**config.mk**
```make
export PLATFORM = sky130hd
export DESIGN_NAME = gfx_cmd_decode_flat
export DESIGN_NICKNAME = d
export VERILOG_FILES = /design/src/gfx_cmd_pkg.sv /design/src/gfx_fb_pkg.sv /design/src/gfx_job_if.sv /design/src/gfx_cmd_decode.sv /design/src/flat_wrapper.sv
export SDC_FILE = /design/constraint.sdc
export NUM_CORES = 1
export LEC_CHECK = 0
export BUFFER_PORTS_ARGS = -buffer_cell sky130_fd_sc_hd__buf_2
export CAP_MARGIN = 30
export CORE_ASPECT_RATIO = 0.5
export CORE_MARGIN = 4
export CORE_UTILIZATION = 44
export CTS_CLUSTER_DIAMETER = 200
export DETAILED_ROUTE_END_ITERATION = 8
export PLACE_DENSITY_LB_ADDON = 0.3
export RECOVER_POWER = 25
export SYNTH_ARGS = -nofsm -noshare
export SYNTH_HDL_FRONTEND = slang
export SYNTH_SLANG_ARGS = --single-unit
```
**constraint.sdc**
```tcl
create_clock -name clk -period 3.75 [get_ports clk]
set_clock_uncertainty 0.15 [all_clocks]
set_input_delay 0.1875 -clock clk [delete_from_list [all_inputs] [get_ports clk]]
set_output_delay 0.1875 -clock clk [all_outputs]
set_load 0.02 [all_outputs]
```
**src/gfx_cmd_pkg.sv**
```systemverilog
`default_nettype none

package gfx_cmd_pkg;

  // Legal command opcodes
  // The remaining 3-bit encodings are illegal
  typedef enum logic [2:0] {
    OP_POINT     = 3'd0,
    OP_LINE      = 3'd1,
    OP_POINT_XOR = 3'd2,
    OP_LINE_XOR  = 3'd3
  } opcode_t;

  // Rasteriser FSM states
  // ST_DRAW emits inner pixels and ST_LAST emits the final endpoint
  typedef enum logic [1:0] {
    ST_IDLE  = 2'd0,
    ST_SETUP = 2'd1,
    ST_DRAW  = 2'd2,
    ST_LAST  = 2'd3
  } raster_state_t;

endpackage

`default_nettype wire

```
**src/gfx_fb_pkg.sv**
```systemverilog
`default_nettype none

package gfx_fb_pkg;

  // How a pixel lands in the framebuffer
  typedef enum logic {
    WR_SET = 1'b0,
    WR_XOR = 1'b1
  } wr_mode_t;

  // Default framebuffer geometry, 64 x 32 pixels of 8 bits
  localparam int H_WIDTH_DEF     = 6;
  localparam int V_WIDTH_DEF     = 5;
  localparam int PIXEL_WIDTH_DEF = 8;

endpackage

`default_nettype wire

```
**src/gfx_job_if.sv**
```systemverilog
`timescale 1ns/10ps
`default_nettype none

// Decoded raster job, one line between two endpoints
interface gfx_job_if #(
  parameter int H_WIDTH     = gfx_fb_pkg::H_WIDTH_DEF,
  parameter int V_WIDTH     = gfx_fb_pkg::V_WIDTH_DEF,
  parameter int PIXEL_WIDTH = gfx_fb_pkg::PIXEL_WIDTH_DEF
);

  logic                   valid;
  logic                   ready;
  logic [H_WIDTH-1:0]     x0;
  logic [V_WIDTH-1:0]     y0;
  logic [H_WIDTH-1:0]     x1;
  logic [V_WIDTH-1:0]     y1;
  logic [PIXEL_WIDTH-1:0] color;
  gfx_fb_pkg::wr_mode_t   mode;

  modport src (
    output valid, x0, y0, x1, y1, color, mode,
    input  ready
  );

  modport dst (
    input  valid, x0, y0, x1, y1, color, mode,
    output ready
  );

endinterface

`default_nettype wire

```
**src/gfx_cmd_decode.sv**
```systemverilog
`timescale 1ns/10ps
`default_nettype none

module gfx_cmd_decode #(
  parameter int H_WIDTH     = gfx_fb_pkg::H_WIDTH_DEF,
  parameter int V_WIDTH     = gfx_fb_pkg::V_WIDTH_DEF,
  parameter int PIXEL_WIDTH = gfx_fb_pkg::PIXEL_WIDTH_DEF
) (
  input  logic                   clk,
  input  logic                   rst_n,
  input  logic                   cmd_valid,
  output logic                   cmd_ready,
  input  gfx_cmd_pkg::opcode_t   cmd_op,
  input  logic [H_WIDTH-1:0]     cmd_x0,
  input  logic [V_WIDTH-1:0]     cmd_y0,
  input  logic [H_WIDTH-1:0]     cmd_x1,
  input  logic [V_WIDTH-1:0]     cmd_y1,
  input  logic [PIXEL_WIDTH-1:0] cmd_color,
  output logic [7:0]             err_count,
  gfx_job_if.src                 job
);

  logic cmd_accept;
  logic cmd_legal;
  logic cmd_point;
  logic cmd_xor;

  // Single job slot, a new command only when it is empty
  assign cmd_ready  = !job.valid;
  assign cmd_accept = cmd_valid && cmd_ready;

  always_comb begin
    cmd_legal = 1'b1;
    cmd_point = 1'b0;
    cmd_xor   = 1'b0;
    case (cmd_op)
      gfx_cmd_pkg::OP_POINT: begin
        cmd_point = 1'b1;
      end
      gfx_cmd_pkg::OP_LINE: begin
        cmd_point = 1'b0;
      end
      gfx_cmd_pkg::OP_POINT_XOR: begin
        cmd_point = 1'b1;
        cmd_xor   = 1'b1;
      end
      gfx_cmd_pkg::OP_LINE_XOR: begin
        cmd_xor = 1'b1;
      end
      default: begin
        cmd_legal = 1'b0;
      end
    endcase
  end

  always_ff @(posedge clk) begin
    if (!rst_n) begin
      job.valid <= 1'b0;
      err_count <= 8'd0;
    end else begin
      if (job.valid && job.ready) begin
        job.valid <= 1'b0;
      end
      if (cmd_accept) begin
        if (cmd_legal) begin
          job.valid <= 1'b1;
        end else if (err_count != 8'hff) begin
          err_count <= err_count + 8'd1;
        end
      end
    end
  end

  // A point is a line whose endpoints coincide
  always_ff @(posedge clk) begin
    if (cmd_accept && cmd_legal) begin
      job.x0    <= cmd_x0;
      job.y0    <= cmd_y0;
      job.x1    <= cmd_point ? cmd_x0 : cmd_x1;
      job.y1    <= cmd_point ? cmd_y0 : cmd_y1;
      job.color <= cmd_color;
      job.mode  <= cmd_xor ? gfx_fb_pkg::WR_XOR : gfx_fb_pkg::WR_SET;
    end
  end

endmodule

`default_nettype wire

```
**src/flat_wrapper.sv**
```systemverilog
// flat-port wrapper written by rule: the top's interface ports become plain ports
module gfx_cmd_decode_flat 
#(
  parameter int H_WIDTH     = gfx_fb_pkg::H_WIDTH_DEF,
  parameter int V_WIDTH     = gfx_fb_pkg::V_WIDTH_DEF,
  parameter int PIXEL_WIDTH = gfx_fb_pkg::PIXEL_WIDTH_DEF
)
  (clk, rst_n, cmd_valid, cmd_ready, cmd_op, cmd_x0, cmd_y0, cmd_x1, cmd_y1, cmd_color, err_count, job_valid, job_x0, job_y0, job_x1, job_y1, job_color, job_mode, job_ready);
  gfx_job_if #(.H_WIDTH(H_WIDTH), .V_WIDTH(V_WIDTH), .PIXEL_WIDTH(PIXEL_WIDTH)) job_i ();
  input  logic clk;
  input  logic rst_n;
  input  logic cmd_valid;
  output logic cmd_ready;
  input  gfx_cmd_pkg::opcode_t cmd_op;
  input  logic [H_WIDTH-1:0] cmd_x0;
  input  logic [V_WIDTH-1:0] cmd_y0;
  input  logic [H_WIDTH-1:0] cmd_x1;
  input  logic [V_WIDTH-1:0] cmd_y1;
  input  logic [PIXEL_WIDTH-1:0] cmd_color;
  output logic [7:0] err_count;
  output wire logic [$bits(job_i.valid)-1:0] job_valid;
  output wire logic [$bits(job_i.x0)-1:0] job_x0;
  output wire logic [$bits(job_i.y0)-1:0] job_y0;
  output wire logic [$bits(job_i.x1)-1:0] job_x1;
  output wire logic [$bits(job_i.y1)-1:0] job_y1;
  output wire logic [$bits(job_i.color)-1:0] job_color;
  output wire logic [$bits(job_i.mode)-1:0] job_mode;
  input wire logic [$bits(job_i.ready)-1:0] job_ready;
  assign job_valid = job_i.valid;
  assign job_x0 = job_i.x0;
  assign job_y0 = job_i.y0;
  assign job_x1 = job_i.x1;
  assign job_y1 = job_i.y1;
  assign job_color = job_i.color;
  assign job_mode = job_i.mode;
  assign job_i.ready = job_ready;
  gfx_cmd_decode #(.H_WIDTH(H_WIDTH), .V_WIDTH(V_WIDTH), .PIXEL_WIDTH(PIXEL_WIDTH)) u_core (.clk(clk), .rst_n(rst_n), .cmd_valid(cmd_valid), .cmd_ready(cmd_ready), .cmd_op(cmd_op), .cmd_x0(cmd_x0), .cmd_y0(cmd_y0), .cmd_x1(cmd_x1), .cmd_y1(cmd_y1), .cmd_color(cmd_color), .err_count(err_count), .job(job_i));
endmodule
```
==> results.toml <==
[outcome]
status = "finished, final reports clean"

[detailed_routing]
wire_per_inst_um = 14.17
drtIter0Drc = 31
post-route-drc-count = 0
vias = 1116
first_pass_iters = 4
drtAntennaViolNets = 0
via_per_inst = 4.593
wirelength_mm = 3.443

[synthesis]
syn_area_um2 = 1550
ys.flop_type = "edfxtp_1"
ys_top_cells_by_count = "edfxtp_1 (31), dfxtp_1 (9), mux2_2 (8)"
yosys.area.top_type = "edfxtp_1"
avgSynthCellArea_um2 = 17.04
ys_ff_latch = 40
postSynth.asyncResetShare_pct = 0
ys_types = 30
synth_edf_count = 31
yosysMostFrequentCell = "edfxtp_1"
synth_nets = 129
synthTopCellsByArea = "edfxtp_1 (60%), dfxtp_1 (12%), mux2_2 (5.8%)"
yosysSeqAreaShare_pct = 71.67
synth_top_area_share_pct = 60.05
ys.warnings.count = 0
synth_cells = 91

[cells_and_area]
antenna_cells = 0
synthToLayoutAreaGrowth_pct = 45.44
fillers = 240
fin_nets = 232
stdcell_area_um2 = 2255
drive_gt1_share_pct = 42.56
layoutNonFillerInstCount = 243

[global_route]
antenna_found_initial = 0
grt_pass1_wl_mm = 5.437
grt_remaining_overflow = 0
grt_pass1_vias = 1141
grt_max_degree = 32
track_usage_pct = 15.51

[worst_setup_path]
timing.rr.start = "u_core.err_count[0]$_SDFFE_PN0P_"
cp_max_fo = 4
critPathRequiredTime_ps = 3820
crit_path_max_incr_delay_ps = 350
critPathArrivalTime_ps = 1760
criticalPathCategory = "reg2reg"
endpoint_kind = "flop"
critPathSlowestCell = "dfxtp_1"
startpoint = "u_core.err_count[0]$_SDFFE_PN0P_"
cp_cell_sequence = "ha_1 > and3_1 > a211oi_2 > and3_1 > mux2i_1"
crit_family = "simple AND/OR/NAND/NOR gates"
start_kind = "flop"
path_buf_inv = 0
path_common_cell = "and3_1"

[floorplanning]
die_h_um = 49.97
io_pins = 78
start_util_pct = 48.63
fp.dieArea_um2 = 4594
rows = 14
core_area_um2 = 3188
die_w_um = 91.95

[clock_tree]
ctsLongestPathBuffers = 2
htree_levels = 2
cts_buffers = 5
clock-sinks = 40
cts-root-buf = "clkbuf_8"
clk_transition_reported_paths_ps = 80
cts_resized = 0
cts_tree = "done"
clk_latency_ps = 280

[sta]
period_minus_slack_ps = 1687
setup_viol = 0
tns_ps = 0
period_share_pct = 44.99
max_freq_ghz = 0.5928
tightest_slew_ps = 934.8
max_slew_margin_pct = 37.45
rsz0062_at_grt = "false"
hold_viol = 0
drv_slew = 0

[power_and_ir_drop]
p_per_area_nw_per_um2 = 390.2
ir_worst_vdd_mv = 0.2218
p_total_w = 0.0008798
cellLeakagePower_nw = 0.9227

[place]
place_inst = 216
dp_hpwl_mm = 2.321
finalWeightedCongestion = 0.7341
post_dp_cell_area_um2 = 2003
portBuffers = 77

[flow_run]
drv_cap = 0

[hold_path]
hp-class = "in2reg"
worst_hold_startpoint = "cmd_y1[0]"
[final cells by class]
type / count / area, um2 / area share (%)
sequential: 40 / 1111 / 49.28
clock buffer: 6 / 72.57 / 3.219
inverter: 3 / 11.26 / 0.4994
tap: 48 / 60.06 / 2.664
clock inverter: 2 / 11.26 / 0.4994
multi-input combinational: 47 / 422.9 / 18.76
timing repair buffer: 97 / 565.5 / 25.08
[final timing paths]
kind / slack [ps] / end / cells past startpoint
min reg2reg: 350 / u_core.err_count[5]$_SDFFE_PN0P_ / 2
min: 20 / u_core.job.y1[0]$_DFFE_PP_ / 2
max reg2reg: 2060 / u_core.err_count[5]$_SDFFE_PN0P_ / 5
max: 2060 / u_core.err_count[5]$_SDFFE_PN0P_ / 5
[cell usage in the layout (no fill, tap or decap), drive strengths merged, types with 2 or more instances in the layout]
master       synthesis  final
nand3                2      2
mux2                11     11
nand2                2      2
buf                  1     64
xnor2                2      2
mux2i                2      2
nor2                 2      2
dlygate4sd3          0     19
nor2b                2      2
and2                 4      4
a21boi               2      2
clkbuf               0     20
inv                  3      3
dfxtp                9      9
edfxtp              31     31
and3                 2      2
xor2                 2      2
[repair_timing]
action | CTS | global route
endpoints found under the setup margin | 0 | 0
hold buffers | 19 | 0
buffers inserted | 0 | 0
endpoints found under the hold margin | 19 | 0
[stage by stage]
step | setup slack (ps) | hold slack (ps) | util (%)
finish | 2063 | 20.78 | 70.72
detailed placement | 1899 | 218.1 | 62.83
global placement | 1893 | 214.6 | 62.83
CTS | 2068 | 16.25 | 71.43
global route | 1965 | 11.46 | 70.72
floorplan | 344.9 | 136.4 | -
[report_power, final]
group	switching, W	internal (W)	leakage (nW)
registers	0.00000569	0.000499	0.362
clock network	0.000141	0.000129	0.0388
logic	0.0000557	0.0000495	0.521
[layer usage]
metal  track usage (%)  vias up  share of wire, %
met4             3.695        0                 0
met2             27.42       41                54
met3             7.143        0               7.8
met1             17.20      527                38
met5                 0        -                 0
li1                  -      548                 -
[flip-flops by register name (all words and copies together) (netlist names)]
signal            flops
u_core.job.y0         5
u_core.job.x0         6
u_core.job.mode       1
u_core.job.y1         5
u_core.err_count      8
u_core.job.color      8
u_core.job.x1         6
u_core.job.valid      1
[cell families after synthesis]
| logic type | share of synthesized area [%] |
|---|---|
| adder cells (fa/ha/maj) | 0.8070 |
| AND/OR/NAND/NOR | 9.605 |
| buffers and inverters | 1.049 |
| multiplexers | 9.282 |
| flip-flops | 71.67 |
| AO/OA/AOI/OAI | 5.327 |
| XOR/XNOR | 2.260 |
(Power assumes the default switching activity.)
