[config.mk]
export PLATFORM = sky130hd
export DESIGN_NAME = gfx_line_raster_flat
export DESIGN_NICKNAME = d
export VERILOG_FILES = /design/src/gfx_cmd_pkg.sv /design/src/gfx_fb_pkg.sv /design/src/gfx_job_if.sv /design/src/gfx_pix_if.sv /design/src/gfx_line_raster.sv /design/src/flat_wrapper.sv
export SDC_FILE = /design/constraint.sdc
export NUM_CORES = 1
export LEC_CHECK = 0
export ABC_AREA = 1
export BUFFER_PORTS_ARGS = -buffer_cell sky130_fd_sc_hd__buf_2
export CAP_MARGIN = 20
export CORE_MARGIN = 3
export CORE_UTILIZATION = 48
export CTS_BUF_LIST = sky130_fd_sc_hd__clkbuf_8
export CTS_CLUSTER_DIAMETER = 100
export DETAILED_ROUTE_END_ITERATION = 6
export MAX_ROUTING_LAYER = met4
export PLACE_DENSITY = 0.69
export SYNTH_ARGS = -nofsm -noshare
export SYNTH_HDL_FRONTEND = slang
export SYNTH_SLANG_ARGS = --single-unit
[constraint.sdc]
create_clock -name clk -period 6 [get_ports clk]
set_clock_uncertainty 0.15 [all_clocks]
set_input_delay 0.6 -clock clk [delete_from_list [all_inputs] [get_ports clk]]
set_output_delay 0.6 -clock clk [all_outputs]
set_load 0.02 [all_outputs]
[src/gfx_cmd_pkg.sv]
`default_nettype none

package gfx_cmd_pkg;

  // Legal command opcodes
  // The remaining 3-bit encodings are illegal
  typedef enum logic [2:0] {
    OP_POINT     = 3'd0,
    OP_LINE      = 3'd1,
    OP_POINT_XOR = 3'd2,
    OP_LINE_XOR  = 3'd3
  } opcode_t;

  // Rasteriser FSM states
  // ST_DRAW emits inner pixels and ST_LAST emits the final endpoint
  typedef enum logic [1:0] {
    ST_IDLE  = 2'd0,
    ST_SETUP = 2'd1,
    ST_DRAW  = 2'd2,
    ST_LAST  = 2'd3
  } raster_state_t;

endpackage

`default_nettype wire

[src/gfx_fb_pkg.sv]
`default_nettype none

package gfx_fb_pkg;

  // How a pixel lands in the framebuffer
  typedef enum logic {
    WR_SET = 1'b0,
    WR_XOR = 1'b1
  } wr_mode_t;

  // Default framebuffer geometry, 64 x 32 pixels of 8 bits
  localparam int H_WIDTH_DEF     = 6;
  localparam int V_WIDTH_DEF     = 5;
  localparam int PIXEL_WIDTH_DEF = 8;

endpackage

`default_nettype wire

[src/gfx_job_if.sv]
`timescale 1ns/10ps
`default_nettype none

// Decoded raster job, one line between two endpoints
interface gfx_job_if #(
  parameter int H_WIDTH     = gfx_fb_pkg::H_WIDTH_DEF,
  parameter int V_WIDTH     = gfx_fb_pkg::V_WIDTH_DEF,
  parameter int PIXEL_WIDTH = gfx_fb_pkg::PIXEL_WIDTH_DEF
);

  logic                   valid;
  logic                   ready;
  logic [H_WIDTH-1:0]     x0;
  logic [V_WIDTH-1:0]     y0;
  logic [H_WIDTH-1:0]     x1;
  logic [V_WIDTH-1:0]     y1;
  logic [PIXEL_WIDTH-1:0] color;
  gfx_fb_pkg::wr_mode_t   mode;

  modport src (
    output valid, x0, y0, x1, y1, color, mode,
    input  ready
  );

  modport dst (
    input  valid, x0, y0, x1, y1, color, mode,
    output ready
  );

endinterface

`default_nettype wire

[src/gfx_pix_if.sv]
`timescale 1ns/10ps
`default_nettype none

// Single pixel write request
interface gfx_pix_if #(
  parameter int H_WIDTH     = gfx_fb_pkg::H_WIDTH_DEF,
  parameter int V_WIDTH     = gfx_fb_pkg::V_WIDTH_DEF,
  parameter int PIXEL_WIDTH = gfx_fb_pkg::PIXEL_WIDTH_DEF
);

  logic                   valid;
  logic                   ready;
  logic [H_WIDTH-1:0]     x;
  logic [V_WIDTH-1:0]     y;
  logic [PIXEL_WIDTH-1:0] pixel;
  gfx_fb_pkg::wr_mode_t   mode;

  modport src (
    output valid, x, y, pixel, mode,
    input  ready
  );

  modport dst (
    input  valid, x, y, pixel, mode,
    output ready
  );

endinterface

`default_nettype wire

[src/gfx_line_raster.sv]
`timescale 1ns/10ps
`default_nettype none

module gfx_line_raster #(
  parameter int H_WIDTH     = gfx_fb_pkg::H_WIDTH_DEF,
  parameter int V_WIDTH     = gfx_fb_pkg::V_WIDTH_DEF,
  parameter int PIXEL_WIDTH = gfx_fb_pkg::PIXEL_WIDTH_DEF
) (
  input  logic   clk,
  input  logic   rst_n,
  gfx_job_if.dst job,
  gfx_pix_if.src pix
);

  // Coordinates are walked in major/minor form, wide enough for either axis
  localparam int CW = (H_WIDTH > V_WIDTH) ? H_WIDTH : V_WIDTH;

  gfx_cmd_pkg::raster_state_t state;

  // Job copy, the decode slot is freed on accept
  logic [H_WIDTH-1:0]     x0_q;
  logic [V_WIDTH-1:0]     y0_q;
  logic [H_WIDTH-1:0]     x1_q;
  logic [V_WIDTH-1:0]     y1_q;
  logic [PIXEL_WIDTH-1:0] color_q;
  gfx_fb_pkg::wr_mode_t   mode_q;

  logic [CW-1:0]          dist_x;
  logic [CW-1:0]          dist_y;
  logic                   steep_c;
  logic [CW-1:0]          d_maj_c;

  logic                   steep;
  logic                   step_maj_up;
  logic                   step_min_up;
  logic [CW-1:0]          cur_maj;
  logic [CW-1:0]          cur_min;
  logic [CW-1:0]          end_maj;
  logic [CW-1:0]          d_maj;
  logic [CW-1:0]          d_min;
  logic signed [CW+1:0]   err;

  logic signed [CW+1:0]   err_step;
  logic [CW-1:0]          maj_next;
  logic [CW-1:0]          min_next;
  logic                   last_pixel;
  logic                   job_fire;
  logic                   pix_fire;

  // Setup terms from the latched endpoints
  assign dist_x  = (x1_q >= x0_q) ? CW'(x1_q - x0_q) : CW'(x0_q - x1_q);
  assign dist_y  = (y1_q >= y0_q) ? CW'(y1_q - y0_q) : CW'(y0_q - y1_q);
  assign steep_c = dist_y > dist_x;
  assign d_maj_c = steep_c ? dist_y : dist_x;

  // One Bresenham step
  assign err_step   = err - $signed({2'b00, d_min});
  assign maj_next   = step_maj_up ? cur_maj + 1'b1 : cur_maj - 1'b1;
  assign min_next   = step_min_up ? cur_min + 1'b1 : cur_min - 1'b1;
  assign last_pixel = maj_next == end_maj;

  assign job.ready = state == gfx_cmd_pkg::ST_IDLE;
  assign job_fire  = job.valid && job.ready;

  assign pix.valid = (state == gfx_cmd_pkg::ST_DRAW) || (state == gfx_cmd_pkg::ST_LAST);
  assign pix.x     = steep ? cur_min[H_WIDTH-1:0] : cur_maj[H_WIDTH-1:0];
  assign pix.y     = steep ? cur_maj[V_WIDTH-1:0] : cur_min[V_WIDTH-1:0];
  assign pix.pixel = color_q;
  assign pix.mode  = mode_q;
  assign pix_fire  = pix.valid && pix.ready;

  always_ff @(posedge clk) begin
    if (!rst_n) begin
      state <= gfx_cmd_pkg::ST_IDLE;
    end else begin
      case (state)
        gfx_cmd_pkg::ST_IDLE: begin
          if (job_fire) state <= gfx_cmd_pkg::ST_SETUP;
        end
        gfx_cmd_pkg::ST_SETUP: begin
          // Zero major distance means a single pixel
          state <= (d_maj_c == '0) ? gfx_cmd_pkg::ST_LAST : gfx_cmd_pkg::ST_DRAW;
        end
        gfx_cmd_pkg::ST_DRAW: begin
          if (pix_fire && last_pixel) state <= gfx_cmd_pkg::ST_LAST;
        end
        gfx_cmd_pkg::ST_LAST: begin
          if (pix_fire) state <= gfx_cmd_pkg::ST_IDLE;
        end
        default: state <= gfx_cmd_pkg::ST_IDLE;
      endcase
    end
  end

  always_ff @(posedge clk) begin
    if (job_fire) begin
      x0_q    <= job.x0;
      y0_q    <= job.y0;
      x1_q    <= job.x1;
      y1_q    <= job.y1;
      color_q <= job.color;
      mode_q  <= job.mode;
    end

    if (state == gfx_cmd_pkg::ST_SETUP) begin
      steep <= steep_c;
      d_maj <= d_maj_c;
      d_min <= steep_c ? dist_x : dist_y;
      err   <= $signed({2'b00, d_maj_c >> 1});
      if (steep_c) begin
        cur_maj     <= CW'(y0_q);
        cur_min     <= CW'(x0_q);
        end_maj     <= CW'(y1_q);
        step_maj_up <= y1_q >= y0_q;
        step_min_up <= x1_q >= x0_q;
      end else begin
        cur_maj     <= CW'(x0_q);
        cur_min     <= CW'(y0_q);
        end_maj     <= CW'(x1_q);
        step_maj_up <= x1_q >= x0_q;
        step_min_up <= y1_q >= y0_q;
      end
    end

    // Advance on each accepted inner pixel
    if (state == gfx_cmd_pkg::ST_DRAW && pix_fire) begin
      cur_maj <= maj_next;
      if (err_step < 0) begin
        cur_min <= min_next;
        err     <= err_step + $signed({2'b00, d_maj});
      end else begin
        err <= err_step;
      end
    end
  end

endmodule

`default_nettype wire

[src/flat_wrapper.sv]
// flat-port wrapper written by rule: the top's interface ports become plain ports
module gfx_line_raster_flat 
#(
  parameter int H_WIDTH     = gfx_fb_pkg::H_WIDTH_DEF,
  parameter int V_WIDTH     = gfx_fb_pkg::V_WIDTH_DEF,
  parameter int PIXEL_WIDTH = gfx_fb_pkg::PIXEL_WIDTH_DEF
)
  (clk, rst_n, job_valid, job_x0, job_y0, job_x1, job_y1, job_color, job_mode, job_ready, pix_valid, pix_x, pix_y, pix_pixel, pix_mode, pix_ready);
  gfx_job_if #(.H_WIDTH(H_WIDTH), .V_WIDTH(V_WIDTH), .PIXEL_WIDTH(PIXEL_WIDTH)) job_i ();
  gfx_pix_if #(.H_WIDTH(H_WIDTH), .V_WIDTH(V_WIDTH), .PIXEL_WIDTH(PIXEL_WIDTH)) pix_i ();
  input  logic clk;
  input  logic rst_n;
  input wire logic [$bits(job_i.valid)-1:0] job_valid;
  input wire logic [$bits(job_i.x0)-1:0] job_x0;
  input wire logic [$bits(job_i.y0)-1:0] job_y0;
  input wire logic [$bits(job_i.x1)-1:0] job_x1;
  input wire logic [$bits(job_i.y1)-1:0] job_y1;
  input wire logic [$bits(job_i.color)-1:0] job_color;
  input wire logic [$bits(job_i.mode)-1:0] job_mode;
  output wire logic [$bits(job_i.ready)-1:0] job_ready;
  output wire logic [$bits(pix_i.valid)-1:0] pix_valid;
  output wire logic [$bits(pix_i.x)-1:0] pix_x;
  output wire logic [$bits(pix_i.y)-1:0] pix_y;
  output wire logic [$bits(pix_i.pixel)-1:0] pix_pixel;
  output wire logic [$bits(pix_i.mode)-1:0] pix_mode;
  input wire logic [$bits(pix_i.ready)-1:0] pix_ready;
  assign job_i.valid = job_valid;
  assign job_i.x0 = job_x0;
  assign job_i.y0 = job_y0;
  assign job_i.x1 = job_x1;
  assign job_i.y1 = job_y1;
  assign job_i.color = job_color;
  assign job_i.mode = job_mode;
  assign job_ready = job_i.ready;
  assign pix_valid = pix_i.valid;
  assign pix_x = pix_i.x;
  assign pix_y = pix_i.y;
  assign pix_pixel = pix_i.pixel;
  assign pix_mode = pix_i.mode;
  assign pix_i.ready = pix_ready;
  gfx_line_raster #(.H_WIDTH(H_WIDTH), .V_WIDTH(V_WIDTH), .PIXEL_WIDTH(PIXEL_WIDTH)) u_core (.clk(clk), .rst_n(rst_n), .job(job_i), .pix(pix_i));
endmodule
==> results_dict.tcl <==
set metrics [dict create \
    r2r_cells 22 \
    hp-class "in -> reg" \
    wl_per_cell_um 14.3 \
    grt_max_degree 55 \
    cts_made_buffers 9 \
    ys_seq_area_frac 0.394 \
    multi_input_area_um2 2800 \
    clock_path_buffers 2 \
    cp_slowest_cell "o21ai_0" \
    ios 57 \
    vias_per_cell 5.16 \
    critPathMostFrequentCell "nand2_1" \
    status "completed" \
    cap_violations 0 \
    finalHoldViolations 0 \
    row_count 38 \
    syn_area_um2 5440 \
    whs_endpoint "u_core.y1_q[4]" \
    num_vias 4552 \
    ys_types 38 \
    slew_headroom 0.444 \
    antenna_found_initial 1 \
    die_y_um 112 \
    crit_arrival_ns 4.26 \
    ant_nets 0 \
    syn_inst 678 \
    min_period_ns 4.15 \
    syn2layout_area_growth_pct 11.6 \
    dieArea_um2 12600 \
    path_class "reg -> reg" \
    yosys_warnings 0 \
    seq_area_um2 2140 \
    nets 830 \
    grt_use_total 0.215 \
    r2r_slack_ns 1.85 \
    setup-violations-final 0 \
    r2r-start "u_core.y1_q[0]" \
    first_global_vias 4497 \
    cp_cell_sequence "inv_1 -> ha_1 -> inv_1 -> fa_1 -> inv_1 -> nand2_1 -> nand2_1 -> nand3_2 -> inv_2 -> nor2_1 -> o21ai_0 -> nand2_1 -> ha_1 -> nand2_1 -> nor2_1 -> nand2_1 -> nand3_1 -> nand2_2 -> o21ai_0 -> o21ai_0 -> o21ai_0 -> inv_1" \
    grt_pass1_wl_um 21200 \
    h-tree-depth 3 \
    ys_async_sr_fraction 0 \
    cp_data_required_time_ns 6.11 \
    finalCritPeriodShare 0.692 \
    routed_wl_um 12600 \
    slowest_delay_ns 0.52 \
    clock-sinks 74 \
    start_util 0.497 \
    post-route-drc-count 0 \
    core-area_um2 10900 \
    holdPathStages 1 \
    yosys_register_bits 74 \
    nFillCells 1043 \
    cts_root_buf "clkbuf_8" \
    end_kind "flip-flop" \
    dieWidth_um 112 \
    grt_overflow 0 \
    dp_hpwl_um 10100 \
    r2r-end "u_core.cur_min[4]" \
    syn_avg_cell_area_um2 8.02 \
    hp-start "job_y1[4]" \
    setup_tns_ns 0 \
    drv_slew 0 \
    synth-main-ff-cell "edfxtp_1" \
    cts_hold_buf 0 \
    worst_slew_pin_slew_ns 0.831 \
    drt_iter0_drc 220 \
    grt_setup_unrepaired "false" \
    cts_resized 0 \
    syn-num-nets 772 \
    synth_top_area_cell "edfxtp_1" \
    port-buffer-count 56 \
    maxClockFrequency_ghz 0.241 \
    cts_tree "yes" \
    critPathLaunchType "flip-flop" \
    clk-insertion-delay-late_ns 0.36 \
    yosys-top-cells-area "edfxtp_1 (36%), nand2_1 (13%), ha_1 (12%)" \
    synth.top_cell.area_share 0.364 \
    layout-drive-gt1-share 0.126 \
    cts_setup_buffers 0 \
    dr.pass1.iters 5 \
    gp_congestion 0.919 \
    cp_max_fo 54 \
    cts.clk_slew.worst_paths_ns 0.08 \
    synth_edf_count 66 \
    fin_util 0.555 \
]
## state kept, by name, summed over array words and instances, names as in the netlist, 2 cells and up
| name | flops |
|---|---|
| u_core.x1_q | 6 |
| u_core.y0_q | 5 |
| u_core.state | 2 |
| u_core.end_maj | 6 |
| u_core.d_min | 6 |
| u_core.err | 8 |
| u_core.x0_q | 6 |
| u_core.d_maj | 6 |
| u_core.pix.pixel | 8 |
| u_core.y1_q | 5 |
| u_core.cur_maj | 6 |
| u_core.cur_min | 6 |
## placed cells by master (no fill, tap or decap), types with 36 or more instances in the layout
cell type	count
a21oi_1	40
inv_1	110
nand2_1	182
nor2_1	36
edfxtp_1	66
o21ai_0	59
nand3_1	46
buf_2	56
ha_1	51
## cell type report
cell class	count	area share
multi-input combinational	477	0.462
tap	140	0.0289
sequential	74	0.353
clock inverter	7	0.0115
clock buffer	9	0.0204
inverter	116	0.0720
timing repair buffer	58	0.0520
antenna	1	0.000412
## critical path: cells and delay by family (launching register included)
kind	cells	cell delay (ns)
and+or+nand+nor	10	1.29
adders and majority gates	3	0.86
AOI/OAI and AO/OA	4	0.97
DFF	1	0.39
buffers and inverters	5	0.40
## synthesized netlist by cell type, types with 2 or more instances
| master | count |
|---|---|
| nand4_1 | 8 |
| edfxtp_1 | 66 |
| o21ai_1 | 3 |
| nand3_2 | 3 |
| nand3_1 | 46 |
| xor2_1 | 9 |
| nand2_2 | 2 |
| nor2_1 | 36 |
| o21ai_0 | 59 |
| fa_1 | 8 |
| or2_2 | 4 |
| ha_1 | 51 |
| xnor2_1 | 7 |
| buf_2 | 4 |
| nor3_1 | 2 |
| nand2_1 | 182 |
| inv_1 | 109 |
| nand3b_1 | 3 |
| a21oi_1 | 40 |
| inv_2 | 5 |
| clkbuf_1 | 5 |
| and2_1 | 2 |
| o211ai_1 | 2 |
| dfxtp_1 | 8 |
## per-stage QoR
step | cell area, um^2 | hold WS, ns | setup slack (ns) | cells
after floorplan | 5440 | 0.319 | 2.70 | 678
after global placement | 5840 | 0.333 | 1.96 | 864
after detailed placement | 5870 | 0.351 | 1.91 | 865
after CTS | 6070 | 0.235 | 1.89 | 881
after global routing | 6070 | 0.233 | 1.23 | 882
final | 6070 | 0.260 | 1.85 | 882
## how the worst max path moves through the flow
stage                         startpoint                end  slack (ns)  cells past startpoint
after CTS                 u_core.y1_q[0]  u_core.cur_min[4]        1.89                     22
after floorplan           u_core.y1_q[0]    u_core.d_min[0]        2.70                     20
after global routing      u_core.y0_q[2]  u_core.cur_min[4]        1.23                     16
after global placement    u_core.y0_q[2]  u_core.cur_min[4]        1.96                     16
after detailed placement  u_core.y1_q[0]  u_core.cur_min[4]        1.91                     22
final                     u_core.y1_q[0]  u_core.cur_min[4]        1.85                     22
## metal layers
| layer | vias up | track usage | wire length [um] |
|---|---|---|---|
| li1 | 2334 | - | - |
| met1 | 2062 | 0.270 | 5650 |
| met2 | 134 | 0.338 | 5880 |
| met3 | 22 | 0.0512 | 793 |
| met4 | 0 | 0.0833 | 293 |
| met5 | - | - | 0 |
## cell families after synthesis
group | synth area share
xor+xnor | 0.0338
flops | 0.394
compound gates | 0.108
buf+inv | 0.0909
simple gates | 0.227
fa+ha+maj | 0.147
Power is left out: the tool's default activity adds up to more than one toggle a clock period on the data nets, which glitch-free logic cannot reach.
